### src/rtl/board_pkg.sv
// register indices, status layout, request and board signal structs, version constant
package board_pkg;

    // --------------------
    // sizes
    // --------------------
    localparam int NUM_AXES   = 4;  // amplifier channels
    localparam int REG_ADDR_W = 6;  // byte address, 16 words

    localparam logic [31:0] BOARD_VERSION = 32'h4243_0107;  // returned by REG_VERSION

    // word index of each mapped register, byte address is index * 4
    typedef enum logic [3:0] {
        REG_STATUS  = 4'd0,
        REG_TIMEOUT = 4'd3,
        REG_VERSION = 4'd4,
        REG_TEMPSNS = 4'd5,
        REG_DIGIN   = 4'd10
    } reg_index_e;

    // --------------------
    // status word bits
    // --------------------
    // write side, mask/value pairs
    localparam int ST_EN_VAL_LSB  = 0;   // per-axis enable values 3:0
    localparam int ST_EN_MASK_LSB = 8;   // per-axis enable masks 11:8
    localparam int ST_RELAY_VAL   = 16;
    localparam int ST_RELAY_MASK  = 17;
    localparam int ST_PWR_VAL     = 18;
    localparam int ST_PWR_MASK    = 19;
    localparam int ST_ETH_VAL     = 22;
    localparam int ST_ETH_MASK    = 23;

    // one register access, single cycle
    typedef struct packed {
        logic        wr;     // write strobe
        logic        rd;     // read strobe
        logic [3:0]  idx;    // word index
        logic [31:0] wdata;  // always full word
    } reg_req_t;

    // everything the board feeds in
    typedef struct packed {
        logic [NUM_AXES-1:0] fault;               // amplifier fault, per axis
        logic                relay;               // safety relay feedback
        logic                mv_good;             // motor supply good
        logic [3:0]          board_id;            // rotary switch
        logic [15:0]         temp_sense;          // temperature sensor
        logic [NUM_AXES-1:0] home;
        logic [NUM_AXES-1:0] pos_limit;
        logic [NUM_AXES-1:0] neg_limit;
        logic                v_fault;             // supply fault
        logic [NUM_AXES-1:0] safety_amp_disable;  // external safety chain
    } board_sense_t;

    // everything driven back to the board
    typedef struct packed {
        logic [NUM_AXES-1:0] amp_disable;  // 1 = amplifier off
        logic                pwr_enable;   // motor power
        logic                relay_on;     // safety relay drive
        logic                eth_mode;     // network mode select
    } board_ctrl_t;

endpackage

### src/rtl/axil_reg_port.sv
// AXI4-Lite slave producing single-cycle register requests, write has priority
`timescale 1ns/10ps

module axil_reg_port (
    input  logic                               sysclk,
    input  logic                               reset,     // sync, active low
    // write address / data
    input  logic [board_pkg::REG_ADDR_W-1:0]   awaddr,
    input  logic                               awvalid,
    output logic                               awready,
    input  logic [31:0]                        wdata,
    input  logic [3:0]                         wstrb,
    input  logic                               wvalid,
    output logic                               wready,
    // write response
    output logic                               bvalid,
    input  logic                               bready,
    output logic [1:0]                         bresp,
    // read address / data
    input  logic [board_pkg::REG_ADDR_W-1:0]   araddr,
    input  logic                               arvalid,
    output logic                               arready,
    output logic                               rvalid,
    input  logic                               rready,
    output logic [31:0]                        rdata,
    output logic [1:0]                         rresp,
    // register side
    output board_pkg::reg_req_t                req,
    input  logic [31:0]                        reg_rdata
);
    import board_pkg::*;

    logic wr_go;  // write accepted this cycle
    logic rd_go;  // read accepted this cycle

    // --------------------
    // arbitration
    // --------------------
    assign wr_go = awvalid && wvalid && !bvalid;   // aw and w taken together
    assign rd_go = arvalid && !rvalid && !wr_go;   // writes win

    assign awready = wr_go;
    assign wready  = wr_go;
    assign arready = rd_go;

    // request to the register file, only valid for one cycle
    always_comb begin
        req.wr    = wr_go;
        req.rd    = rd_go;
        req.idx   = wr_go ? awaddr[REG_ADDR_W-1:2] : araddr[REG_ADDR_W-1:2];
        req.wdata = wdata;  // strobes ignored
    end

    // --------------------
    // responses
    // --------------------
    always_ff @(posedge sysclk) begin
        if (!reset) begin
            bvalid <= 1'b0;
            rvalid <= 1'b0;
        end else begin
            if (wr_go)
                bvalid <= 1'b1;       // reg file updated on this edge
            else if (bready)
                bvalid <= 1'b0;

            if (rd_go)
                rvalid <= 1'b1;       // read data captured on this edge
            else if (rready)
                rvalid <= 1'b0;
        end
    end

    assign bresp = 2'b00;      // always OKAY
    assign rresp = 2'b00;
    assign rdata = reg_rdata;  // held by reg file until next read

    // B must wait for the host
    a_bvalid_hold : assert property (@(posedge sysclk) disable iff (!reset)
        bvalid && !bready |=> bvalid);

    // reg file must not touch read data while R is stalled
    a_rdata_stable : assert property (@(posedge sysclk) disable iff (!reset)
        rvalid && !rready |=> rvalid && $stable(rdata));

    // partial strobes still land as a full word
    c_partial_strobe : cover property (@(posedge sysclk) disable iff (!reset)
        wr_go && wstrb != 4'hf);

endmodule

### src/rtl/host_watchdog.sv
// host watchdog with tick prescaler and a counter cleared by any register write
`timescale 1ns/10ps

module host_watchdog #(
    parameter int TICK_LOG2 = 8  // cycles per tick = 2**TICK_LOG2
) (
    input  logic                sysclk,
    input  logic                reset,        // synchronous active low
    input  board_pkg::reg_req_t req,
    input  logic [15:0]         wdog_period,  // period in ticks where 0 turns it off
    output logic                wdog_trip
);

    logic [TICK_LOG2-1:0] pre_cnt;   // free-running prescaler
    logic                 tick;
    logic [15:0]          wdog_cnt;  // ticks since last write

    assign tick = &pre_cnt;

    always_ff @(posedge sysclk) begin
        if (!reset) begin
            pre_cnt   <= '0;
            wdog_cnt  <= '0;
            wdog_trip <= 1'b0;
        end else begin
            pre_cnt <= pre_cnt + 1'b1;
            if (req.wr) begin
                // host alive
                wdog_cnt  <= '0;
                wdog_trip <= 1'b0;
            end else if (tick && wdog_period != 16'd0) begin
                if (wdog_cnt < wdog_period)
                    wdog_cnt <= wdog_cnt + 1'b1;
                if (wdog_cnt >= wdog_period - 16'd1)
                    wdog_trip <= 1'b1;   // count reaches the period on this tick
            end
        end
    end

    // a write always wins over a trip on the same edge
    a_no_trip_on_write : assert property (@(posedge sysclk) disable iff (!reset)
        req.wr |=> !wdog_trip);

endmodule

### src/rtl/mv_good_delay.sv
// motor voltage settling delay, tick prescaler and hold counter
`timescale 1ns/10ps

module mv_good_delay #(
    parameter int TICK_LOG2      = 8,     // cycles per tick = 2**TICK_LOG2
    parameter int MV_DELAY_TICKS = 7680   // settling time in ticks
) (
    input  logic sysclk,
    input  logic reset,    // sync, active low
    input  logic mv_good,
    output logic mv_hold   // keep amplifiers off
);

    localparam int CNT_W = $clog2(MV_DELAY_TICKS + 1);
    localparam logic [CNT_W-1:0] CNT_MAX = CNT_W'(MV_DELAY_TICKS);

    logic [TICK_LOG2-1:0] pre_cnt;     // free-running prescaler
    logic                 tick;
    logic [CNT_W-1:0]     settle_cnt;  // ticks since mv_good rose

    assign tick = &pre_cnt;

    always_ff @(posedge sysclk) begin
        if (!reset) begin
            pre_cnt    <= '0;
            settle_cnt <= '0;
        end else begin
            pre_cnt <= pre_cnt + 1'b1;
            if (!mv_good)
                settle_cnt <= '0;                  // restart on any dropout
            else if (tick && settle_cnt < CNT_MAX)
                settle_cnt <= settle_cnt + 1'b1;   // saturates at the limit
        end
    end

    // held while supply is down or still settling
    assign mv_hold = !mv_good || (settle_cnt < CNT_MAX);

    a_cnt_limit : assert property (@(posedge sysclk) disable iff (!reset)
        settle_cnt <= CNT_MAX);

endmodule

### src/rtl/board_regs.sv
// board register file, control state, read mux and amplifier disable logic
`timescale 1ns/10ps

module board_regs (
    input  logic                    sysclk,
    input  logic                    reset,        // sync, active low
    input  board_pkg::reg_req_t     req,
    input  board_pkg::board_sense_t sense,
    input  logic                    wdog_trip,    // from host watchdog
    input  logic                    mv_hold,      // from settling delay
    output logic [31:0]             reg_rdata,
    output logic [15:0]             wdog_period,
    output board_pkg::board_ctrl_t  ctrl
);
    import board_pkg::*;

    logic [NUM_AXES-1:0] amp_dis;       // host disable register, 1 = off
    logic [NUM_AXES-1:0] amp_dis_wr;    // after a status write
    logic [NUM_AXES-1:0] amp_dis_next;
    logic                pwr_enable;
    logic                relay_on;
    logic                eth_mode;
    logic                status_wr;
    logic [31:0]         status_word;
    logic [31:0]         digin_word;

    assign status_wr = req.wr && (req.idx == REG_STATUS);

    // --------------------
    // disable register
    // --------------------
    always_comb begin
        amp_dis_wr = amp_dis;
        if (status_wr) begin
            for (int i = 0; i < NUM_AXES; i++) begin
                if (req.wdata[ST_EN_MASK_LSB + i])
                    amp_dis_wr[i] = !req.wdata[ST_EN_VAL_LSB + i];  // enable bit inverted
                amp_dis_wr[i] = amp_dis_wr[i] || !pwr_enable;  // no power, no enable
            end
        end
        // trip and safety are sticky, host must re-enable
        amp_dis_next = amp_dis_wr | {NUM_AXES{wdog_trip}} | sense.safety_amp_disable;
    end

    // --------------------
    // control state
    // --------------------
    always_ff @(posedge sysclk) begin
        if (!reset) begin
            amp_dis     <= '1;      // everything off
            pwr_enable  <= 1'b0;
            relay_on    <= 1'b0;
            eth_mode    <= 1'b0;
            wdog_period <= 16'd0;   // watchdog off
        end else begin
            amp_dis <= amp_dis_next;
            if (status_wr) begin
                if (req.wdata[ST_RELAY_MASK])
                    relay_on <= req.wdata[ST_RELAY_VAL];
                if (req.wdata[ST_PWR_MASK])
                    pwr_enable <= req.wdata[ST_PWR_VAL];
                if (req.wdata[ST_ETH_MASK])
                    eth_mode <= req.wdata[ST_ETH_VAL];
            end
            if (req.wr && req.idx == REG_TIMEOUT)
                wdog_period <= req.wdata[15:0];
        end
    end

    // --------------------
    // read side
    // --------------------
    assign status_word = {
        4'(NUM_AXES), sense.board_id,              // byte 3
        wdog_trip, eth_mode, 2'b00,                // timeout, mode
        sense.mv_good, pwr_enable, !sense.relay, relay_on,
        4'b0000, sense.fault,                      // byte 1
        sense.safety_amp_disable, ~amp_dis         // live safety, enables
    };

    assign digin_word = {
        sense.v_fault, 15'd0,
        sense.neg_limit, sense.pos_limit, sense.home, 4'd0
    };

    // captured on the read strobe, held for the R channel
    always_ff @(posedge sysclk) begin
        if (req.rd) begin
            case (req.idx)
                REG_STATUS:  reg_rdata <= status_word;
                REG_TIMEOUT: reg_rdata <= {16'd0, wdog_period};
                REG_VERSION: reg_rdata <= BOARD_VERSION;
                REG_TEMPSNS: reg_rdata <= {16'd0, sense.temp_sense};
                REG_DIGIN:   reg_rdata <= digin_word;
                default:     reg_rdata <= 32'd0;   // unmapped
            endcase
        end
    end

    // outputs
    always_comb begin
        ctrl.amp_disable = amp_dis | {NUM_AXES{mv_hold}};  // settling overrides
        ctrl.pwr_enable  = pwr_enable;
        ctrl.relay_on    = relay_on;
        ctrl.eth_mode    = eth_mode;
    end

    // a watchdog trip shuts every axis on the next edge
    a_trip_disables : assert property (@(posedge sysclk) disable iff (!reset)
        wdog_trip |=> &amp_dis);

endmodule

### src/rtl/board_ctrl_top.sv
// board control top level, AXI4-Lite port, register file and both timers
`timescale 1ns/10ps

module board_ctrl_top #(
    parameter int TICK_LOG2      = 8,     // cycles per timer tick, log2
    parameter int MV_DELAY_TICKS = 7680   // motor voltage settling ticks
) (
    input  logic                             sysclk,
    input  logic                             reset,    // sync, active low
    input  logic [board_pkg::REG_ADDR_W-1:0] awaddr,
    input  logic                             awvalid,
    output logic                             awready,
    input  logic [31:0]                      wdata,
    input  logic [3:0]                       wstrb,
    input  logic                             wvalid,
    output logic                             wready,
    output logic                             bvalid,
    input  logic                             bready,
    output logic [1:0]                       bresp,
    input  logic [board_pkg::REG_ADDR_W-1:0] araddr,
    input  logic                             arvalid,
    output logic                             arready,
    output logic                             rvalid,
    input  logic                             rready,
    output logic [31:0]                      rdata,
    output logic [1:0]                       rresp,
    input  board_pkg::board_sense_t          sense,
    output board_pkg::board_ctrl_t           ctrl
);
    import board_pkg::*;

    reg_req_t    req;          // bus port to reg file and watchdog
    logic [31:0] reg_rdata;
    logic [15:0] wdog_period;
    logic        wdog_trip;
    logic        mv_hold;

    axil_reg_port i_axil_reg_port (
        .sysclk(sysclk), .reset(reset),
        .awaddr(awaddr), .awvalid(awvalid), .awready(awready),
        .wdata(wdata), .wstrb(wstrb), .wvalid(wvalid), .wready(wready),
        .bvalid(bvalid), .bready(bready), .bresp(bresp),
        .araddr(araddr), .arvalid(arvalid), .arready(arready),
        .rvalid(rvalid), .rready(rready), .rdata(rdata), .rresp(rresp),
        .req(req), .reg_rdata(reg_rdata)
    );

    host_watchdog #(.TICK_LOG2(TICK_LOG2)) i_host_watchdog (
        .sysclk(sysclk), .reset(reset), .req(req),
        .wdog_period(wdog_period), .wdog_trip(wdog_trip)
    );

    mv_good_delay #(.TICK_LOG2(TICK_LOG2), .MV_DELAY_TICKS(MV_DELAY_TICKS)) i_mv_good_delay (
        .sysclk(sysclk), .reset(reset), .mv_good(sense.mv_good), .mv_hold(mv_hold)
    );

    board_regs i_board_regs (
        .sysclk(sysclk), .reset(reset), .req(req), .sense(sense),
        .wdog_trip(wdog_trip), .mv_hold(mv_hold), .reg_rdata(reg_rdata),
        .wdog_period(wdog_period), .ctrl(ctrl)
    );

endmodule

### config.mk
export PLATFORM = sky130hd
export DESIGN_NAME = board_ctrl_top
export DESIGN_NICKNAME = d
export VERILOG_FILES = /design/src/rtl/board_pkg.sv /design/src/rtl/axil_reg_port.sv /design/src/rtl/host_watchdog.sv /design/src/rtl/mv_good_delay.sv /design/src/rtl/board_regs.sv /design/src/rtl/board_ctrl_top.sv
export SDC_FILE = /design/constraint.sdc
export NUM_CORES = 1
export LEC_CHECK = 0
export BUFFER_PORTS_ARGS = -buffer_cell sky130_fd_sc_hd__buf_2
export CORE_UTILIZATION = 35
export DETAILED_ROUTE_END_ITERATION = 6
export GPL_ROUTABILITY_DRIVEN = 0
export HOLD_SLACK_MARGIN = 0.1
export PLACE_DENSITY = 0.6
export SLEW_MARGIN = 5
export SYNTH_ARGS = -nofsm -noshare
export SYNTH_HDL_FRONTEND = slang
export SYNTH_HIERARCHICAL = 1
export SYNTH_SLANG_ARGS = --single-unit
### constraint.sdc
create_clock -name sysclk -period 2.65 [get_ports sysclk]
set_input_delay 0.3975 -clock sysclk [delete_from_list [all_inputs] [get_ports sysclk]]
set_output_delay 0.3975 -clock sysclk [all_outputs]
set_load 0.005 [all_outputs]
==> flow_summary.toml, run 1 <==
[sta]
hold_viol = 0
tns_ns = -0.0158
period_share_pct = 101
worst_pin_slew_ns = 0.745
layout_setup_ws_ns = -0.0158
rsz0062_at_grt = "true"
fin_crit_ns = 2.67
skew_ns = 0.0107
fmax_ghz = 0.375
slew_headroom_pct = 50.3
setup_viol = 1
drv_slew = 0

[final_layout]
stdcell_count = 1005
seqCellArea_um2 = 2280
multi_input_area_um2 = 3500
layout_commonest_cell = "buf_2"
drive_gt1_share_pct = 35.3
syn_to_final_growth_pct = 18.8
final_cell_mix = "119 x buf_2, 56 x dfxtp_1, 52 x buf_4, 36 x nand2_1, 35 x nand3_1"
nFillCells = 1758
antenna_cells = 0
nets = 910

[cts]
path_clk_slew_ns = 0.07
clk_path_buf_depth = 2
clock_sinks = 99
root_buffer = "clkbuf_16"
cts_tree = "done"
clk_latency_ns = 0.36
cts_hold_buf = 0
h-tree-depth = 3
cts_buffers = 9

[worst_setup_path]
crit_buf_inv = 0
setup.worst_path.start_class = "register"
crit_path_end_kind = "register"
path_cells = "or4_4, or3_4, nor2_2, xnor2_1, ha_1, a21o_1, a211o_1, a41oi_1, nor3_1, o21a_1"
r2r_slack_ns = -0.02
path_delay_family = "simple AND/OR/NAND/NOR gates"
crit_arrival_ns = 2.92
critical_path.max_stage_delay_ns = 0.56
cp_slowest_cell = "or4_4"
cp_max_fo = 3
crit_type = "reg2reg"
required_ns = 2.91

[detailed_routing]
dr.pass1.iters = 5
avgViaCountPerCell = 5.17
vias = 5196
wl_per_cell_um = 15.7
finalWirelength_um = 15800
drtIter0Drc = 261
ant_nets = 0
drc = 0

[die]
fp-row-count = 48
ios = 146
start_util_pct = 36.1
die_width_um = 136
die_h_um = 136
core-area_um2 = 17500
dieArea_um2 = 18600

[power_and_ir_drop]
vdd_drop_max_uv = 328
swShare_pct = 26.0
p_int_mw = 2.43
cellLeakagePower_nw = 3.14
powerDensity_nw_per_um2 = 438
p_sw_uw = 855
combinationalPowerShare_pct = 12.1
pwr-share-seq_pct = 49.2
p_clk_share_pct = 38.7

[global_routing]
grt_pass1_vias = 4713
grt_overflow = 0
grt_first_pass_wirelength_um = 25200
grt.total_usage_pct = 17.8
antenna_found_initial = 0
grt_max_degree = 30

[synth]
netlist_area_um2 = 6310
yosysWarnings = 6
synth.avg_cell_area_um2 = 9.31
postSynthCellCount = 678

[status]
violations = "setup timing"
status = "complete, but fails checks"

[placed_design]
dp.cells = 981
dp_hpwl_um = 12100
port_buffers = 119

[min_path]
min_path_type = "in2reg"

[flow_run]
cap_viol_max_count = 0
what timing repair did:
item,4_1_cts,5_1_grt
endpoints found under the setup margin,10,13
pin swaps,7,17
resized for setup,25,32
setup buffers,6,2
hold endpoints to repair,0,0
layer usage:
| metal | track usage [%] | wire length (um) | vias up |
|---|---|---|---|
| met4 | 5.43 | 265 | 0 |
| met3 | 3.47 | 944 | 20 |
| met1 | 24.6 | 7490 | 2414 |
| met2 | 27.7 | 7100 | 156 |
| met5 | 0 | 0 | - |
| li1 | - | - | 2606 |
registers in the layout (all words and copies together) (netlist names), 4 cells and up:
name / flops
i_board_regs/reg_rdata: 28
i_board_regs/wdog_period: 16
i_host_watchdog/wdog_cnt: 16
i_mv_good_delay/settle_cnt: 13
i_host_watchdog/pre_cnt: 8
i_mv_good_delay/pre_cnt: 8
i_board_regs/amp_dis: 4
power by group through the flow:
stage / registers (mW) / logic [mW] / clock network [mW]
2_1_floorplan: 1.65 / 0.303 / 0
3_3_place_gp: 1.65 / 0.378 / 0
3_5_place_dp: 1.65 / 0.382 / 0
4_1_cts: 1.62 / 0.389 / 1.31
5_1_grt: 1.62 / 0.439 / 1.37
6_report: 1.62 / 0.398 / 1.27
final timing paths:
kind	startpoint	end	cells after the start
hold / removal	wdata[18]	i_board_regs/pwr_enable	3
hold reg to reg	i_host_watchdog/pre_cnt[0]	i_host_watchdog/pre_cnt[0]	1
setup / recovery	i_board_regs/wdog_period[8]	i_host_watchdog/wdog_trip	10
setup reg to reg	i_board_regs/wdog_period[8]	i_host_watchdog/wdog_trip	10
final cells by class:
cell class                      instances  share of cell area (%)
Sequential cell                        99                    30.4
Clock buffer                            9                    3.00
Inverter                               27                    1.35
Clock inverter                          7                   0.784
Tap cell                              225                    3.75
Timing Repair Buffer                  176                    14.0
Multi-Input combinational cell        462                    46.7
metrics by stage:
stage                     hold WS (ns)  area [um^2]  util, %  setup slack, ns  power, mW
after floorplan                  0.421         6360        -          0.00742       1.96
after global placement           0.439         6910     39.5          -0.0280       2.03
after detailed placement         0.442         6910     39.5          -0.0422       2.04
after CTS                        0.270         7360     42.1          -0.0178       3.32
after global routing             0.289         7500     42.9           -0.132       3.43
final                            0.280         7500     42.9          -0.0158       3.29
tightest hold or removal path, delay by kind of cell:
| kind | cells | cell delay [ns] |
|---|---|---|
| multiplexers | 1 | 0.05 |
| buffers and inverters | 1 | 0.10 |
| AND/OR/NAND/NOR | 1 | 0.04 |
No activity file was read; power rests on OpenSTA's default activity.
==> inputs of run 2 (changes only) <==
--- a/config.mk
+++ b/config.mk
@@ -5,6 +5,7 @@
 export SDC_FILE = /design/constraint.sdc
 export NUM_CORES = 1
 export LEC_CHECK = 0
+export ABC_AREA = 1
 export BUFFER_PORTS_ARGS = -buffer_cell sky130_fd_sc_hd__buf_2
 export CORE_UTILIZATION = 35
 export DETAILED_ROUTE_END_ITERATION = 6
@@ -14,5 +15,4 @@
 export SLEW_MARGIN = 5
 export SYNTH_ARGS = -nofsm -noshare
 export SYNTH_HDL_FRONTEND = slang
-export SYNTH_HIERARCHICAL = 1
 export SYNTH_SLANG_ARGS = --single-unit
==> constraint.sdc (replaced) <==
create_clock -name sysclk -period 2.65 [get_ports sysclk]
set_input_delay 0.6625 -clock sysclk [delete_from_list [all_inputs] [get_ports sysclk]]
set_output_delay 0.6625 -clock sysclk [all_outputs]
set_load 0.005 [all_outputs]
==> run 2 against run 1 <==
Net effect: the flow now finishes without violations; wire length is 3.9% lower; via count up 5.1%; critical path depth up 4; worst hold slack better by 0.17 ns; largest cell class unchanged.
==> flow_summary.toml, run 2 <==
[placed_design]
dp.cells = 1146
pre_cts_ws_ns = 0.0577
dp_hpwl_um = 11700
port_buffers = 119

[worst_setup_path]
critical_path.max_stage_delay_ns = 0.36
crit_arrival_ns = 2.68
setup.worst_path.start_class = "register"
crit_type = "reg2reg"
cp_max_fo = 5
required_ns = 2.90
cp_slowest_cell = "dfxtp_1"
crit_buf_inv = 1
path_delay_family = "simple AND/OR/NAND/NOR gates"
path_cells = "nor2_1, nand3_1, nor3_2, nand3_1, or2_2, nand2_1, inv_1, ha_1, a21oi_1, o21ai_0, a21oi_1, nand3_1, nand2_1, a21oi_1"
crit_path_end_kind = "register"

[cts]
h-tree-depth = 3
clk_path_buf_depth = 2
cts_setup_buffers = 0
path_clk_slew_ns = 0.07
cts_buffers = 9
clk_latency_ns = 0.36
clock_sinks = 99
cts_tree = "done"
root_buffer = "clkbuf_16"

[synth]
synth_common_cells = "196 x nand2_1, 112 x nor2_1, 93 x inv_1"
yosys_most_used_dff = "dfxtp_1"
synthTopCellsByArea = "dfxtp_1 24%, edfxtp_1 14%, nand2_1 13%"
synth_top_family_by_area = "simple AND/OR/NAND/NOR gates"
yosysWarnings = 0
yosys.area_share.adder_pct = 7.87
synth_compound_area_share_pct = 9.46
ys_seq_elements = 99
netlist_area_um2 = 5890
synth_cell_types = 37
synthSimpleGateAreaFrac_pct = 31.2
synth.avg_cell_area_um2 = 7.26
synthMuxAreaShare_pct = 0
synth.top_cell.area_share_pct = 24.1
synth.largest_area_cell = "dfxtp_1"
synth-edff-count = 28
ys_async_sr_fraction_pct = 0
synth_most_common_cell = "nand2_1"
postSynthCellCount = 811
synth_xor_area_share_pct = 3.13
ys_seq_area_share_pct = 38.4

[detailed_routing]
avgViaCountPerCell = 4.70
wl_per_cell_um = 13.1
ant_nets = 0
finalWirelength_um = 15200
drc = 0
vias = 5461
dr.pass1.iters = 4
drtIter0Drc = 282

[sta]
tns_ns = 0
layout_setup_ws_ns = 0.217
timing.hold.ws_ns = 0.452
fin_crit_ns = 2.43
setup_viol = 0
worst_pin_slew_ns = 0.510
hold_viol = 0
rsz0062_at_grt = "false"
fmax_ghz = 0.411
skew_ns = 0.00993
period_share_pct = 91.8
slew_headroom_pct = 66.0
drv_slew = 0

[power_and_ir_drop]
powerDensity_nw_per_um2 = 496
vdd_drop_max_uv = 313
cellLeakagePower_nw = 3.23

[global_routing]
grt_overflow = 0
grt_first_pass_wirelength_um = 24800
grt.total_usage_pct = 17.9
grt_pass1_vias = 5050
grt_max_degree = 30
antenna_found_initial = 0

[final_layout]
postLayoutCoreUtil_pct = 42.8
stdcell_count = 1162
largest_reg_flops = 28
antenna_cells = 0
final_cell_mix = "196 x nand2_1, 119 x buf_2, 111 x nor2_1, 93 x inv_1, 71 x dfxtp_1"
syn_to_final_growth_pct = 20.2
regMostFlops = "i_board_regs.reg_rdata"
largestRegisters = "i_board_regs.reg_rdata x28, i_board_regs.wdog_period x16, i_host_watchdog.wdog_cnt x16"
layout_commonest_cell = "nand2_1"
nets = 1072
drive_gt1_share_pct = 18.9

[min_path]
min_path_type = "reg2reg"

[die]
dieArea_um2 = 17300
die_width_um = 132
die_h_um = 132
ios = 146
start_util_pct = 35.6
core-area_um2 = 16500
fp-row-count = 47

[flow_run]
cap_viol_max_count = 0

[status]
status = "complete, no violations"
[run 2: cell count changes in the layout (fill, tap and decap cells not counted), sizes merged, moves of 14 or more]
cell	before	now
nand4	11	42
and2	20	2
a21oi	26	54
buf	176	138
xnor2	21	6
nand2	39	198
a21boi	24	0
inv	30	101
nor2	15	119
or4	18	0
or3	14	0
a22oi	15	0
[run 2: through the flow]
| stage | power [mW] | instance area (um^2) |
|---|---|---|
| 2_1_floorplan | 1.90 | 5910 |
| 3_3_place_gp | 2.06 | 6720 |
| 3_5_place_dp | 2.06 | 6720 |
| 4_1_cts | 3.55 | 7060 |
| 5_1_grt | 3.65 | 7070 |
| 6_report | 3.51 | 7070 |
[run 2: kinds of logic (layout without fill, tap and decap cells)]
group                    after synthesis  after routing
AO/OA/AOI/OAI                        103            103
XOR/XNOR                              21             21
adder cells (fa/ha/maj)               37             37
buffers and inverters                128            252
flip-flops                            99             99
other                                  1              8
AND/OR/NAND/NOR                      422            422
[run 2: layer usage]
metal / GRT usage (%) / routed length, um
met1: 24.6 / 7420
met2: 27.6 / 6710
met3: 3.20 / 783
met4: 6.91 / 267
met5: 0 / 0
[run 2: layout make-up]
type	instances	area (um^2)
fillers	1765	9450
clock inverters	6	86.3
multi-input cells	591	3090
inverters	98	370
flip-flops and latches	99	2260
repair buffers	138	738
well taps	220	275
clock buffers	10	250
[run 2: worst paths after layout]
check	startpoint	to	slack, ns	cells after the start
setup reg to reg	i_board_regs.wdog_period[2]	i_host_watchdog.wdog_trip	0.22	14
hold / removal	i_mv_good_delay.pre_cnt[0]	i_mv_good_delay.pre_cnt[0]	0.45	1
setup / recovery	i_board_regs.wdog_period[2]	i_host_watchdog.wdog_trip	0.22	14
hold reg to reg	i_mv_good_delay.pre_cnt[0]	i_mv_good_delay.pre_cnt[0]	0.45	1
[run 2: report_power, final]
group	leakage, nW	internal (mW)	total [mW]	switching [mW]
Combinational	2.22	0.162	0.408	0.245
Sequential	0.848	1.60	1.62	0.0170
Clock	0.165	0.819	1.48	0.664
Total	3.23	2.58	3.51	0.927
[run 2: timing repair]
item                                    CTS  global route
resized for setup                         0             4
endpoints found under the setup margin    0             1
hold buffers                              0             0
endpoints found under the hold margin     0             0
